`src/hw/ntm_ctrl_pkg.sv`:
```
// Control types: opcode and sequencer state enums, dimension type, command struct
package ntm_ctrl_pkg;

  ////////////////////
  // Dimensions
  ////////////////////

  // Loop bound or loop index
  typedef logic [7:0] dim_t;

  ////////////////////
  // Opcodes
  ////////////////////

  // Two-bit code, 2'b11 left free and treated as illegal
  typedef enum logic [1:0] {
    // Length only
    OP_VECTOR = 2'b00,
    // Rows by columns
    OP_MATRIX = 2'b01,
    // Rows by columns by length
    OP_TENSOR = 2'b10
  } op_e;

  ////////////////////
  // Sequencer states
  ////////////////////

  typedef enum logic {
    ST_IDLE = 1'b0,
    ST_RUN  = 1'b1
  } seq_state_e;

  // Host command, sampled with the start pulse
  typedef struct packed {
    op_e  op;
    // Outer loop bound
    dim_t size_i;
    // Middle loop bound
    dim_t size_j;
    // Inner loop bound
    dim_t length;
  } cmd_t;

endpackage

```
`src/hw/ntm_data_pkg.sv`:
```
// Data types: default element widths, operand pair struct, result struct
package ntm_data_pkg;

  ////////////////////
  // Element format
  ////////////////////

  // Signed element width
  localparam int DATA_SIZE_DEF = 16;

  // Fraction bits of the fixed-point format
  localparam int FRAC_BITS_DEF = 8;

  ////////////////////
  // Operands
  ////////////////////

  // One operand pair per input strobe
  typedef struct packed {
    logic signed [DATA_SIZE_DEF-1:0] a;
    logic signed [DATA_SIZE_DEF-1:0] b;
  } operand_t;

  ////////////////////
  // Results
  ////////////////////

  typedef struct packed {
    // Rounded, saturated product
    logic signed [DATA_SIZE_DEF-1:0] value;
    // Product was clamped
    logic                            sat;
    // End of inner loop
    logic                            last_scalar;
    // End of middle loop
    logic                            last_vector;
    // End of outer loop
    logic                            last_matrix;
  } result_t;

endpackage

```
`src/hw/ntm_command_decode.sv`:
```
// Command decode: START capture, per-opcode dimension normalisation, zero-dimension check
`timescale 1ns/1ps

module ntm_command_decode (
  input  logic               CLK,
  input  logic               RST,

  // Host side
  input  logic               start,
  input  ntm_ctrl_pkg::cmd_t cmd_in,

  // Sequencer running
  input  logic               busy,

  // Normalised command out
  output logic               cmd_valid,
  output ntm_ctrl_pkg::cmd_t cmd_out,
  output logic               cmd_error
);

  // Normalised copy of the incoming command
  ntm_ctrl_pkg::cmd_t norm_cmd;
  // Opcode known and used dimensions nonzero
  logic               legal;
  // Start that will be judged this cycle
  logic               take;

  // Also ignore a start while the previous one is still on its way to the sequencer
  assign take = start && !busy && !cmd_valid;

  ////////////////////
  // Normalise
  ////////////////////

  always_comb begin
    norm_cmd = cmd_in;
    legal    = 1'b0;
    case (cmd_in.op)
      ntm_ctrl_pkg::OP_VECTOR: begin
        // Single row, single column
        norm_cmd.size_i = ntm_ctrl_pkg::dim_t'(1);
        norm_cmd.size_j = ntm_ctrl_pkg::dim_t'(1);
        legal = (cmd_in.length != '0);
      end
      ntm_ctrl_pkg::OP_MATRIX: begin
        // One element per matrix cell
        norm_cmd.length = ntm_ctrl_pkg::dim_t'(1);
        legal = (cmd_in.size_i != '0) && (cmd_in.size_j != '0);
      end
      ntm_ctrl_pkg::OP_TENSOR: begin
        // All three bounds as given
        legal = (cmd_in.size_i != '0) && (cmd_in.size_j != '0) &&
                (cmd_in.length != '0);
      end
      default: begin
        // Free opcode code
        legal = 1'b0;
      end
    endcase
  end

  ////////////////////
  // Pulses
  ////////////////////

  always_ff @(posedge CLK or posedge RST) begin
    if (RST) begin
      cmd_valid <= 1'b0;
      cmd_error <= 1'b0;
    end else begin
      // Exactly one of the two per judged start
      cmd_valid <= take && legal;
      cmd_error <= take && !legal;
    end
  end

  // Command payload, held until the next judged start
  always_ff @(posedge CLK) begin
    if (take) begin
      cmd_out <= norm_cmd;
    end
  end

endmodule

```
`src/hw/ntm_tensor_sequencer.sv`:
```
// Tensor sequencer: run FSM, matrix/vector/scalar loop indices, operand forwarding with loop-end marks
`timescale 1ns/1ps

module ntm_tensor_sequencer #(
  parameter int DATA_SIZE = ntm_data_pkg::DATA_SIZE_DEF
) (
  input  logic                   CLK,
  input  logic                   RST,

  // Command from decode
  input  logic                   cmd_valid,
  input  ntm_ctrl_pkg::cmd_t     cmd,

  // Element stream in
  input  logic                   data_in_enable,
  input  ntm_data_pkg::operand_t data_in,

  // Run status
  output logic                   busy,

  // Element stream out
  output logic                   pair_valid,
  output ntm_data_pkg::operand_t pair,
  output logic                   last_scalar,
  output logic                   last_vector,
  output logic                   last_matrix,
  output logic                   last_all
);

  ////////////////////
  // Signals
  ////////////////////

  // FSM
  ntm_ctrl_pkg::seq_state_e state_q;

  // Loop bounds from the command
  ntm_ctrl_pkg::dim_t bound_i_q;
  ntm_ctrl_pkg::dim_t bound_j_q;
  ntm_ctrl_pkg::dim_t bound_l_q;

  // Loop indices, matrix outermost
  ntm_ctrl_pkg::dim_t idx_matrix_q;
  ntm_ctrl_pkg::dim_t idx_vector_q;
  ntm_ctrl_pkg::dim_t idx_scalar_q;

  // Element taken this cycle
  logic accept;

  // Loop level ends for the element taken now
  logic end_scalar;
  logic end_vector;
  logic end_matrix;

  // Operand registers
  logic signed [DATA_SIZE-1:0] a_q;
  logic signed [DATA_SIZE-1:0] b_q;

  ////////////////////
  // Loop ends
  ////////////////////

  assign accept = (state_q == ntm_ctrl_pkg::ST_RUN) && data_in_enable;

  // Each level ends only when every inner level ends too
  assign end_scalar = (idx_scalar_q == bound_l_q - 8'd1);
  assign end_vector = end_scalar && (idx_vector_q == bound_j_q - 8'd1);
  assign end_matrix = end_vector && (idx_matrix_q == bound_i_q - 8'd1);

  assign busy = (state_q == ntm_ctrl_pkg::ST_RUN);

  ////////////////////
  // FSM and indices
  ////////////////////

  always_ff @(posedge CLK or posedge RST) begin
    if (RST) begin
      state_q      <= ntm_ctrl_pkg::ST_IDLE;
      bound_i_q    <= '0;
      bound_j_q    <= '0;
      bound_l_q    <= '0;
      idx_matrix_q <= '0;
      idx_vector_q <= '0;
      idx_scalar_q <= '0;
    end else begin
      case (state_q)
        ntm_ctrl_pkg::ST_IDLE: begin
          if (cmd_valid) begin
            // Bounds already normalised by decode
            bound_i_q    <= cmd.size_i;
            bound_j_q    <= cmd.size_j;
            bound_l_q    <= cmd.length;
            idx_matrix_q <= '0;
            idx_vector_q <= '0;
            idx_scalar_q <= '0;
            state_q      <= ntm_ctrl_pkg::ST_RUN;
          end
        end
        ntm_ctrl_pkg::ST_RUN: begin
          if (accept) begin
            if (end_scalar) begin
              // Scalar wraps into vector
              idx_scalar_q <= '0;
              if (end_vector) begin
                // Vector wraps into matrix
                idx_vector_q <= '0;
                if (end_matrix) begin
                  // Final element, run over
                  idx_matrix_q <= '0;
                  state_q      <= ntm_ctrl_pkg::ST_IDLE;
                end else begin
                  idx_matrix_q <= idx_matrix_q + 8'd1;
                end
              end else begin
                idx_vector_q <= idx_vector_q + 8'd1;
              end
            end else begin
              idx_scalar_q <= idx_scalar_q + 8'd1;
            end
          end
        end
        default: begin
          state_q <= ntm_ctrl_pkg::ST_IDLE;
        end
      endcase
    end
  end

  ////////////////////
  // Output stage
  ////////////////////

  // Strobe and marks, one cycle behind the input strobe
  always_ff @(posedge CLK or posedge RST) begin
    if (RST) begin
      pair_valid  <= 1'b0;
      last_scalar <= 1'b0;
      last_vector <= 1'b0;
      last_matrix <= 1'b0;
      last_all    <= 1'b0;
    end else begin
      pair_valid  <= accept;
      last_scalar <= accept && end_scalar;
      last_vector <= accept && end_vector;
      last_matrix <= accept && end_matrix;
      // Outer loop end is the end of the whole run
      last_all    <= accept && end_matrix;
    end
  end

  // Operands follow the strobe
  always_ff @(posedge CLK) begin
    if (accept) begin
      a_q <= data_in.a;
      b_q <= data_in.b;
    end
  end

  assign pair = '{a: a_q, b: b_q};

endmodule

```
`src/hw/ntm_product_round.sv`:
```
// Result stage: signed fixed-point product, round half up, saturation, registered strobes
`timescale 1ns/1ps

module ntm_product_round #(
  parameter int DATA_SIZE = ntm_data_pkg::DATA_SIZE_DEF,
  parameter int FRAC_BITS = ntm_data_pkg::FRAC_BITS_DEF
) (
  input  logic                   CLK,
  input  logic                   RST,

  // Element stream from the sequencer
  input  logic                   pair_valid,
  input  ntm_data_pkg::operand_t pair,
  input  logic                   last_scalar,
  input  logic                   last_vector,
  input  logic                   last_matrix,
  input  logic                   last_all,

  // Results
  output logic                   data_out_enable,
  output ntm_data_pkg::result_t  data_out,
  output logic                   ready
);

  localparam int PROD_W = 2 * DATA_SIZE;

  // Element range limits, widened to the product width
  localparam logic signed [PROD_W-1:0] SAT_MAX =
    {{(DATA_SIZE + 1){1'b0}}, {(DATA_SIZE - 1){1'b1}}};
  localparam logic signed [PROD_W-1:0] SAT_MIN =
    {{(DATA_SIZE + 1){1'b1}}, {(DATA_SIZE - 1){1'b0}}};

  // Half an output LSB
  localparam logic signed [PROD_W-1:0] HALF_LSB = PROD_W'(1) << (FRAC_BITS - 1);

  logic signed [PROD_W-1:0]    product;
  logic signed [PROD_W-1:0]    rounded;
  logic signed [PROD_W-1:0]    scaled;
  logic signed [DATA_SIZE-1:0] sat_value;
  logic                        sat_flag;

  ////////////////////
  // Arithmetic
  ////////////////////

  // Full-width product cannot overflow
  assign product = $signed(pair.a) * $signed(pair.b);
  assign rounded = product + HALF_LSB;
  // Arithmetic shift keeps the sign, so ties go toward plus infinity
  assign scaled  = rounded >>> FRAC_BITS;

  always_comb begin
    if (scaled > SAT_MAX) begin
      sat_value = SAT_MAX[DATA_SIZE-1:0];
      sat_flag  = 1'b1;
    end else if (scaled < SAT_MIN) begin
      sat_value = SAT_MIN[DATA_SIZE-1:0];
      sat_flag  = 1'b1;
    end else begin
      sat_value = scaled[DATA_SIZE-1:0];
      sat_flag  = 1'b0;
    end
  end

  ////////////////////
  // Output registers
  ////////////////////

  always_ff @(posedge CLK or posedge RST) begin
    if (RST) begin
      data_out_enable <= 1'b0;
      ready           <= 1'b0;
    end else begin
      data_out_enable <= pair_valid;
      // Ready rides on the final element only
      ready           <= pair_valid && last_all;
    end
  end

  // Result with its loop-end marks
  always_ff @(posedge CLK) begin
    if (pair_valid) begin
      data_out <= '{value:       sat_value,
                    sat:         sat_flag,
                    last_scalar: last_scalar,
                    last_vector: last_vector,
                    last_matrix: last_matrix};
    end
  end

endmodule

```
`src/hw/ntm_tensor_mul.sv`:
```
// Top level: command decode, tensor sequencer and result stage
`timescale 1ns/1ps

module ntm_tensor_mul #(
  parameter int DATA_SIZE = ntm_data_pkg::DATA_SIZE_DEF,
  parameter int FRAC_BITS = ntm_data_pkg::FRAC_BITS_DEF
) (
  input  logic                   CLK,
  input  logic                   RST,

  // Command
  input  logic                   START,
  input  ntm_ctrl_pkg::cmd_t     CMD,

  // Element stream in
  input  logic                   DATA_IN_ENABLE,
  input  ntm_data_pkg::operand_t DATA_IN,

  // Status
  output logic                   BUSY,
  output logic                   CMD_ERROR,

  // Element stream out
  output logic                   DATA_OUT_ENABLE,
  output ntm_data_pkg::result_t  DATA_OUT,
  output logic                   READY
);

  ////////////////////
  // Internal wires
  ////////////////////

  // Decode to sequencer
  logic                   cmd_valid;
  ntm_ctrl_pkg::cmd_t     cmd_norm;

  // Sequencer to result stage
  logic                   pair_valid;
  ntm_data_pkg::operand_t pair;
  logic                   last_scalar;
  logic                   last_vector;
  logic                   last_matrix;
  logic                   last_all;

  // Command check
  ntm_command_decode i_decode (
    .CLK       (CLK),
    .RST       (RST),
    .start     (START),
    .cmd_in    (CMD),
    .busy      (BUSY),
    .cmd_valid (cmd_valid),
    .cmd_out   (cmd_norm),
    .cmd_error (CMD_ERROR)
  );

  // Nested loop control
  ntm_tensor_sequencer #(
    .DATA_SIZE (DATA_SIZE)
  ) i_sequencer (
    .CLK            (CLK),
    .RST            (RST),
    .cmd_valid      (cmd_valid),
    .cmd            (cmd_norm),
    .data_in_enable (DATA_IN_ENABLE),
    .data_in        (DATA_IN),
    .busy           (BUSY),
    .pair_valid     (pair_valid),
    .pair           (pair),
    .last_scalar    (last_scalar),
    .last_vector    (last_vector),
    .last_matrix    (last_matrix),
    .last_all       (last_all)
  );

  // Multiply, round, saturate
  ntm_product_round #(
    .DATA_SIZE (DATA_SIZE),
    .FRAC_BITS (FRAC_BITS)
  ) i_product (
    .CLK             (CLK),
    .RST             (RST),
    .pair_valid      (pair_valid),
    .pair            (pair),
    .last_scalar     (last_scalar),
    .last_vector     (last_vector),
    .last_matrix     (last_matrix),
    .last_all        (last_all),
    .data_out_enable (DATA_OUT_ENABLE),
    .data_out        (DATA_OUT),
    .ready           (READY)
  );

endmodule

```
`config.mk`:
```
export PLATFORM = sky130hd
export DESIGN_NAME = ntm_tensor_mul
export DESIGN_NICKNAME = d
export VERILOG_FILES = /design/src/hw/ntm_ctrl_pkg.sv /design/src/hw/ntm_data_pkg.sv /design/src/hw/ntm_command_decode.sv /design/src/hw/ntm_tensor_sequencer.sv /design/src/hw/ntm_product_round.sv /design/src/hw/ntm_tensor_mul.sv
export SDC_FILE = /design/constraint.sdc
export NUM_CORES = 1
export LEC_CHECK = 0
export BUFFER_PORTS_ARGS = -buffer_cell sky130_fd_sc_hd__clkbuf_2
export CORE_ASPECT_RATIO = 0.5
export CORE_UTILIZATION = 61
export CTS_BUF_LIST = sky130_fd_sc_hd__clkbuf_4
export DETAILED_ROUTE_END_ITERATION = 10
export MAX_ROUTING_LAYER = met4
export PLACE_DENSITY = 0.8
export SYNTH_ARGS = -nofsm -noshare
export SYNTH_HDL_FRONTEND = slang
export SYNTH_SLANG_ARGS = --single-unit
export TNS_END_PERCENT = 50
```
`constraint.sdc`:
```
create_clock -name CLK -period 8.1 [get_ports CLK]
set_input_delay 1.215 -clock CLK [delete_from_list [all_inputs] [get_ports CLK]]
set_output_delay 1.215 -clock CLK [all_outputs]
set_load 0.1 [all_outputs]
```
======== Word level (Yosys, flattened, before mapping) ========
Index checks and enable logic that the tools add are counted.
cells by class
  add/sub/neg operators ................... 7
  $mul .................................... 1
  divide/modulo/power cells ............... 0
  magnitude comparators ................... 2
  eq/ne operators ......................... 9
  shifts and indexed selects .............. 0
  multiplexer cells ....................... 22
  bitwise logic cells ..................... 1
  reduce and logical (&&, ||, !) cells .... 24
operator list
  cell                                                                               number
  8-bit 2-to-1 mux                                                                   10
  8-bit case mux with 2 select lines                                                 3
  32-bit by 9-bit adder with 32-bit output, second input constant                    1
  16-bit by 16-bit multiplier with 32-bit output                                     1
  8-bit by 1-bit adder with 8-bit output, second input constant                      3
  8-bit == test                                                                      3
  24-bit by 16-bit greater-than comparator with 1-bit output, second input constant  1
  24-bit by 16-bit less-than comparator with 1-bit output, second input constant     1
  8-bit nonzero test                                                                 3
  8-bit by 1-bit subtractor with 8-bit output, second input constant                 3
  16-bit 2-to-1 mux                                                                  1
  1-bit logical AND                                                                  13
  2-bit != test, second input constant                                               4
  1-bit 2-to-1 mux                                                                   6
  2-bit AND reduction                                                                2
  4-bit AND reduction                                                                1
  1-bit logical NOT                                                                  3
  1-bit case mux with 3 select lines                                                 1
  3-bit AND reduction                                                                1
  2-bit by 1-bit == test with 1-bit output, second input constant                    1
  2-bit == test, second input constant                                               1
  2-bit logical NOT                                                                  1
  1-bit case mux with 2 select lines                                                 1
  1-bit NOT                                                                          1
word-level totals
  register bits after elaboration ......... 133
  bits in latches ......................... 0
  memory bits (writable) .................. 0
  memory bits (read-only) ................. 0
  input port bits ......................... 62
  output and inout bits ................... 24
  memories ................................ 0

======== Longest topological paths before layout ========
Gate-level depths: netlist of run 1.
  word-level depth ........................ 9
  depth in mapped cells ................... 25
  mapped depth without buffers ............ 23

======== Hierarchy ========
From an unflattened synthesis of run 1, not the netlist that was laid out.
second synthesis, totals
  cell total of the unflattened synthesis .. 1581
  area total of the unflattened synthesis .. 15886.5 sq um
by module, submodules not included
  module                instances  cells an instance  area each (sq um)
  ntm_product_round     1          1156               10734.0
  ntm_tensor_sequencer  1          355                4051.4
  ntm_command_decode    1          70                 1101.1

======== Worst setup path before layout of run 1 ========
Ideal clock, no wire load.
  path kind ............................... register to register
  start ................................... register i_sequencer.a_q[15]
  end ..................................... register i_product.data_out[17] in the netlist's numbering (data pin)
  library setup time ...................... 0.271 ns
  data arrival time ....................... 6.581 ns
  slack ................................... 1.248 ns
  stages on the path, launching flop included .. 24
  cell sequence ........................... edfxtp_1 clkbuf_1 nand2_1 fa_1 inv_1 fa_1 fa_1 fa_1 fa_1 inv_1 fa_1 inv_1 ha_1 clkbuf_1 a21o_1 a21o_1 a21o_1 or4_1 nor2_1 a311o_1 o221ai_1 o21ai_1 buf_2 o221ai_1
on the way
  word-level cells in the longest chain between the ends .. 4
  elaborated cells between the ends (all ways) .. 5
  classes of those cells .................. add/sub: 1; mul: 1; order compare: 2; mux: 1
RTL lines
  element                                                  line                         text
  start, declared                                          ntm_tensor_sequencer.sv:56   logic signed [DATA_SIZE-1:0] a_q;
  start signal, assigned                                   ntm_tensor_sequencer.sv:154  a_q <= data_in.a;
  16-bit by 16-bit multiplier with 32-bit output *         ntm_product_round.sv:47      assign product = $signed(pair.a) * $signed(pair.b);
  32-bit by 9-bit adder with 32-bit output *               ntm_product_round.sv:48      assign rounded = product + HALF_LSB;
  24-bit by 16-bit less-than comparator with 1-bit output  ntm_product_round.sv:56      end else if (scaled < SAT_MIN) begin
  16-bit 2-to-1 mux                                        ntm_product_round.sv:56
  end signal, assigned                                     ntm_product_round.sv:83      data_out <= '{value: sat_value,
  end, declared                                            ntm_product_round.sv:21      output ntm_data_pkg::result_t data_out,
Every way passes the cells marked *; elsewhere a longest branch is shown, timed or not.
A chain may end at the register's enable or synchronous reset.

======== Worst setup path after layout of run 1 ========
  start ................................... register i_sequencer.a_q[10]
  end ..................................... register i_product.data_out[3] in the netlist's numbering (data pin)
on the way
  word-level cells in the longest chain between the ends .. 4
  elaborated cells between the ends (all ways) .. 5
  classes of those cells .................. add/sub: 1; mul: 1; order compare: 2; mux: 1
RTL lines
  element                                                  line
  16-bit by 16-bit multiplier with 32-bit output *         ntm_product_round.sv:47
  32-bit by 9-bit adder with 32-bit output *               ntm_product_round.sv:48
  24-bit by 16-bit less-than comparator with 1-bit output  ntm_product_round.sv:56
  1-bit 2-to-1 mux                                         ntm_product_round.sv:56
Marks and branches as above.

==> results.ini, run 1 <==
[status]
status=completed

[synth]
synthArstFlopShare_pct=42.9
postSynthAreaPerCell_sq_um=9.91
ys_ff_latch=133
yosysWarnings=0
synth_edf_count=76
ys_seq_area_share_pct=23.5
syn_nets=1998
synth_common_cells=inv_1, fa_1, nand2_1
synth.distinct_cells=71
synth_largest_area_cell=fa_1
synth_flop_cell=edfxtp_1
synth_area_leaders=fa_1, edfxtp_1, dfrtp_1
postSynthCellCount=1591
yosysMostFrequentCell=inv_1
synth_top_area_share_pct=33.3
netlist_area_sq_um=15800

[route]
ant_nets=0
drt_iter0_markers=944
viasPerCell=5.61
first_pass_iters=6
wl_mm=33.7
wl_per_cell_um=16.8
drc_errors=0
vias=11300

[global_routing]
grt_max_degree=58
overflow=0
grt_use_total_pct=29.3
grt_pass1_wl_mm=58.1
antenna_found_initial=0
grt_pass1_vias=12300

[worst_setup_path]
critPathKind=flip-flop to flip-flop
cp_max_fo=16
required_ns=8.46
arrival_ns=7.97
startpoint_type=flip-flop
ff2ff_path_depth=21
ff2ff_setup_slack_ns=0.49
cp-end-kind=flip-flop

[clocking]
clk_pin_slew_ns=0.16
cts-root-buf=clkbuf_4
cts_buffer_depth=2
cts_setup_buffers=0
cts_tree=done
cts_buffers=17
clkLatencyLatePin_ns=0.62
cts.htree.levels=4
cts_sinks=133

[floorplanning]
die_w_um=229
die_h_um=116
die-area_sq_um=26500
core-area_sq_um=25300
rows=41
start_util_pct=62.3
io_pins=86

[timing]
slew_headroom_pct=26.2
finalClockSkew_ns=0.0304
finalSetupViolations=0
period_needed_ns=7.61
fin_tns_setup_ns=0
final-hold-violation-count=0
slew_viol_final=0
rsz0062_at_grt=false
min_period_over_period_pct=94.0
worst_pin_slew_ns=1.10
fmax_ghz=0.131
setup_slack_ns=0.486

[finish]
final-instance-count-excl-fill=2009
drive_above_1_share_pct=9.73
area_delta_synth_final_pct=6.23
antenna_cells=0
nets=2059

[run]
maxCapViolCount=0

[place]
place_inst=1977
place_congestion=0.925
pre_cts_slack_ns=0.432
io_buffer_count=85
hpwl_mm=27.3

[min_path]
hp-class=flip-flop to flip-flop
min_path_cells=0

kinds of logic (layout without fill, tap and decap cells):
logic type,Yosys count,after routing,share of synthesized area [%]
adder cells (fa/ha/maj),345,345,39.9
XOR/XNOR,68,68,3.78
multiplexers,17,17,1.20
AO/OA/AOI/OAI,161,161,6.79
buffers and inverters,364,438,8.71
flip-flops,133,133,23.5
AND/OR/NAND/NOR,503,503,16.1
area by class of cell:
cell class | instances | area, sq um
Clock inverter | 14 | 116
Timing Repair Buffer | 95 | 500
Tap cell | 344 | 430
Fill cell | 1991 | 8540
Clock buffer | 18 | 135
Inverter | 311 | 1170
Sequential cell | 133 | 3710
Multi-Input combinational cell | 1094 | 10700
stage by stage:
step / util, % / cell area (sq um) / hold WS [ns]
after global placement: 65.2 / 16500 / 0.406
after detailed placement: 65.2 / 16500 / 0.409
after CTS: 66.2 / 16700 / 0.418
after floorplan: - / 15800 / 0.401
after global routing: 66.2 / 16700 / 0.436
final: 66.2 / 16700 / 0.413
layer usage:
layer	share of wire [%]	GRT usage [%]	up-vias
li1	-	-	5136
met1	40	34.4	5694
met2	51	50.9	365
met3	6.0	5.93	80
met4	3.1	10.6	0
met5	0	-	-
sequential cells by signal, indices dropped and copies added (netlist names):
| signal | flops |
|---|---|
| i_sequencer.b_q | 16 |
| i_sequencer.last_matrix | 1 |
| i_sequencer.bound_i_q | 8 |
| i_decode.cmd_out | 24 |
| i_product.ready | 1 |
| i_sequencer.a_q | 16 |
| i_sequencer.busy | 1 |
| i_sequencer.bound_l_q | 8 |
| i_product.data_out_enable | 1 |
| i_sequencer.idx_vector_q | 8 |
| i_sequencer.bound_j_q | 8 |
| i_product.data_out | 20 |
| i_sequencer.pair_valid | 1 |
| i_sequencer.last_vector | 1 |
| i_sequencer.idx_scalar_q | 8 |
| i_decode.cmd_error | 1 |
| i_sequencer.idx_matrix_q | 8 |
| i_decode.cmd_valid | 1 |
| i_sequencer.last_scalar | 1 |
layout by cell type (no fill, tap or decap), types with 11 or more instances in the layout:
master      n
edfxtp_1   76
xnor2_1    45
mux2_2     15
nand3_1    27
nor4_1     11
nor2_1     49
clkbuf_2   85
dfrtp_1    57
fa_1      262
and2_1    126
o21ai_0    47
xor2_1     23
a21o_1     12
a21oi_1    33
clkbuf_4   18
ha_1       83
inv_1     309
nor2b_1    16
nor3_1     20
nand2_1   192
worst max-delay path, stage by stage (launching register included):
cell and delay (ns):
edfxtp_1 0.82, nand2_1 0.18, fa_1 0.60, fa_1 0.44, fa_1 0.52, inv_1 0.05, fa_1 0.46, fa_1 0.54
inv_1 0.05, fa_1 0.54, inv_1 0.04, ha_1 0.40, a21oi_1 0.33, o211ai_1 0.19, a2111o_1 0.49, o221a_2 0.33
o211ai_1 0.32, nand2_1 0.11, o311ai_2 0.46, inv_2 0.19, nor3_1 0.21, a21oi_1 0.06
worst paths after layout:
path	start	endpoint
max	i_sequencer.a_q[10]	i_product.data_out[3]
min	i_sequencer.last_scalar	i_product.data_out[2]
max reg2reg	i_sequencer.a_q[10]	i_product.data_out[3]
min reg2reg	i_sequencer.last_scalar	i_product.data_out[2]
max in group asynchronous	RST	i_sequencer.bound_l_q[3]
min in group asynchronous	RST	i_sequencer.idx_scalar_q[5]
what timing repair did:
action,4_1_cts,5_1_grt
endpoints found under the setup margin,0,11
hold buffers,0,0
hold endpoints to repair,0,0
gates resized for setup,0,1
Power of run 1 is not shown: default switching activity piles up to over one toggle a cycle in this logic, so the estimate is an artifact.
==> inputs of run 2 (changes only) <==
--- a/config.mk
+++ b/config.mk
@@ -5,13 +5,14 @@
 export SDC_FILE = /design/constraint.sdc
 export NUM_CORES = 1
 export LEC_CHECK = 0
+export ABC_AREA = 1
 export BUFFER_PORTS_ARGS = -buffer_cell sky130_fd_sc_hd__clkbuf_2
 export CORE_ASPECT_RATIO = 0.5
 export CORE_UTILIZATION = 61
 export CTS_BUF_LIST = sky130_fd_sc_hd__clkbuf_4
 export DETAILED_ROUTE_END_ITERATION = 10
 export MAX_ROUTING_LAYER = met4
-export PLACE_DENSITY = 0.8
+export PLACE_DENSITY = 0.79
 export SYNTH_ARGS = -nofsm -noshare
 export SYNTH_HDL_FRONTEND = slang
 export SYNTH_SLANG_ARGS = --single-unit
==> results.ini, run 2 <==
[timing]
fin_tns_setup_ns=0
rsz0062_at_grt=false
finalSetupViolations=0
fmax_ghz=0.146
slew_viol_final=0
slew_headroom_pct=39.7
finalClockSkew_ns=0.0376
worst_pin_slew_ns=0.901
min_period_over_period_pct=84.3
final-hold-violation-count=0
period_needed_ns=6.83

[min_path]
min_path_cells=0
hp-class=flip-flop to flip-flop
hp-start=i_sequencer.last_scalar
holdPathEnd=i_product.data_out[2]

[worst_setup_path]
r2r-start=i_sequencer.b_q[4]
startpoint_type=flip-flop
cp-end-kind=flip-flop
arrival_ns=7.19
ff2ff_setup_slack_ns=1.27
cp_max_fo=16
ff2ff_path_depth=20
critPathKind=flip-flop to flip-flop
r2r-end=i_product.data_out[3]
required_ns=8.46

[global_routing]
grt_pass1_wl_mm=61.8
antenna_found_initial=2
grt_pass1_vias=12800
grt_use_total_pct=29.2
grt_max_degree=58
overflow=0

[floorplanning]
io_pins=86
core-area_sq_um=26600
die_w_um=235
start_util_pct=62.5
die-area_sq_um=27900
rows=42
die_h_um=119

[route]
drc_errors=2
wl_mm=35.5
drt_iter0_markers=858
ant_nets=0
viasPerCell=5.04
vias=12300
wl_per_cell_um=14.6
first_pass_iters=10

[finish]
top_regs=i_decode.cmd_out (24), i_product.data_out (20)
layout_commonest_cell=nand2_1
final_cell_mix=nand2_1, inv_1, fa_1
nets=2473
largest_reg_flops=24
regArea_sq_um=3710
drive_above_1_share_pct=8.03
multiInputGateArea_sq_um=10600
largest_register=i_decode.cmd_out
area_delta_synth_final_pct=5.48
num-fill-cells=2163

[clocking]
cts_tree=done
cts_hold_buf=0
cts.htree.levels=4
clk_pin_slew_ns=0.15
cts_setup_buffers=0
cts_buffer_depth=2
cts_sinks=133
cts-root-buf=clkbuf_4
cts_resized=0
cts_buffers=17
clkLatencyLatePin_ns=0.64

[synth]
synth_edf_count=76
syn_nets=2432
synth_common_cells=nand2_1, inv_1, fa_1
synth_top_area_share_pct=31.6
synthArstFlopShare_pct=42.9
netlist_area_sq_um=16600
ys_seq_area_share_pct=22.3
yosysWarnings=0
postSynthAreaPerCell_sq_um=8.20
ys_ff_latch=133
postSynthCellCount=2025
synth.distinct_cells=44
synth_largest_area_cell=fa_1
yosysMostFrequentCell=nand2_1
synth_area_leaders=fa_1, edfxtp_1, nand2_1
synth_flop_cell=edfxtp_1

[run]
maxCapViolCount=0

[status]
status=complete, but fails checks
violations=DRC

[place]
io_buffer_count=85
place_congestion=0.950
hpwl_mm=29.1

## run 2: changes by cell type after synthesis, moves of 11 or more
| cell | previous run | this run |
|---|---|---|
| nand2_2 | 0 | 18 |
| clkbuf_1 | 45 | 61 |
| xor2_1 | 23 | 41 |
| nor2b_1 | 17 | 0 |
| inv_1 | 310 | 548 |
| nor2_1 | 49 | 104 |
| nand3_1 | 27 | 38 |
| and2_1 | 126 | 4 |
| mux2_2 | 15 | 0 |
| o21ai_0 | 47 | 26 |
| xnor2_1 | 45 | 28 |
| nor3_1 | 20 | 7 |
| nand4_1 | 6 | 22 |
| nand2_1 | 192 | 553 |
## run 2: worst max path at each step
stage	slack (ns)	from	depth (start not counted)	endpoint
final	1.27	i_sequencer.b_q[4]	20	i_product.data_out[3]
after detailed placement	1.39	i_sequencer.a_q[15]	20	i_product.data_out[3]
after global placement	1.48	i_sequencer.b_q[1]	22	i_product.data_out[3]
after floorplan	1.95	i_sequencer.b_q[3]	27	i_product.data_out[16]
after CTS	1.33	i_sequencer.a_q[15]	20	i_product.data_out[3]
after global routing	0.87	i_sequencer.a_q[15]	22	i_product.data_out[3]
## run 2: critical path, stage by stage (launching register included)
cell	delay [ns]
edfxtp_1	0.81
nand2_1	0.26
fa_1	0.59
inv_1	0.07
fa_1	0.84
fa_1	0.54
fa_1	0.51
fa_1	0.49
inv_1	0.05
fa_1	0.47
inv_1	0.04
ha_1	0.38
nand2_1	0.15
nor4_1	0.40
nand3_1	0.16
nand2_1	0.10
nand2_1	0.05
nand2_1	0.09
nand3_2	0.11
o21bai_4	0.35
nand2_1	0.10
## run 2: area by class of cell
| type | count | share of cell area [%] |
|---|---|---|
| diodes | 2 | 0.0286 |
| clock buffers | 18 | 0.771 |
| clock inverters | 14 | 0.814 |
| inverters | 550 | 11.8 |
| multi-input cells | 1274 | 60.3 |
| flip-flops and latches | 133 | 21.2 |
| well taps | 352 | 2.51 |
| repair buffers | 90 | 2.64 |
## run 2: cell families after synthesis
logic type | count (synthesis) | synth area share (%)
buffers and inverters | 618 | 14.1
flip-flops | 133 | 22.3
XOR/XNOR | 69 | 3.64
AO/OA/AOI/OAI | 78 | 2.64
AND/OR/NAND/NOR | 782 | 19.5
adder cells (fa/ha/maj) | 345 | 37.8
## run 2: per-stage QoR
step           std cells  hold WS, ns  utilization [%]  instance area [sq um]  worst slack, ns
2_1_floorplan       2025        0.401                -                  16600             1.95
3_3_place_gp        2399        0.405             64.8                  17200             1.48
3_5_place_dp        2399        0.411             64.8                  17200             1.39
4_1_cts             2431        0.429             65.9                  17500             1.33
5_1_grt             2433        0.438             65.9                  17500            0.868
6_report            2433        0.420             65.9                  17500             1.27
## run 2: layer usage
| layer | global-route usage [%] | up-vias | part of all wire (%) |
|---|---|---|---|
| met4 | 9.31 | 0 | 2.6 |
| met1 | 38.1 | 5836 | 44 |
| li1 | - | 5928 | - |
| met5 | - | - | 0 |
| met2 | 46.2 | 419 | 46 |
| met3 | 5.91 | 71 | 7.2 |
Power of run 2 is left out for the same reason.
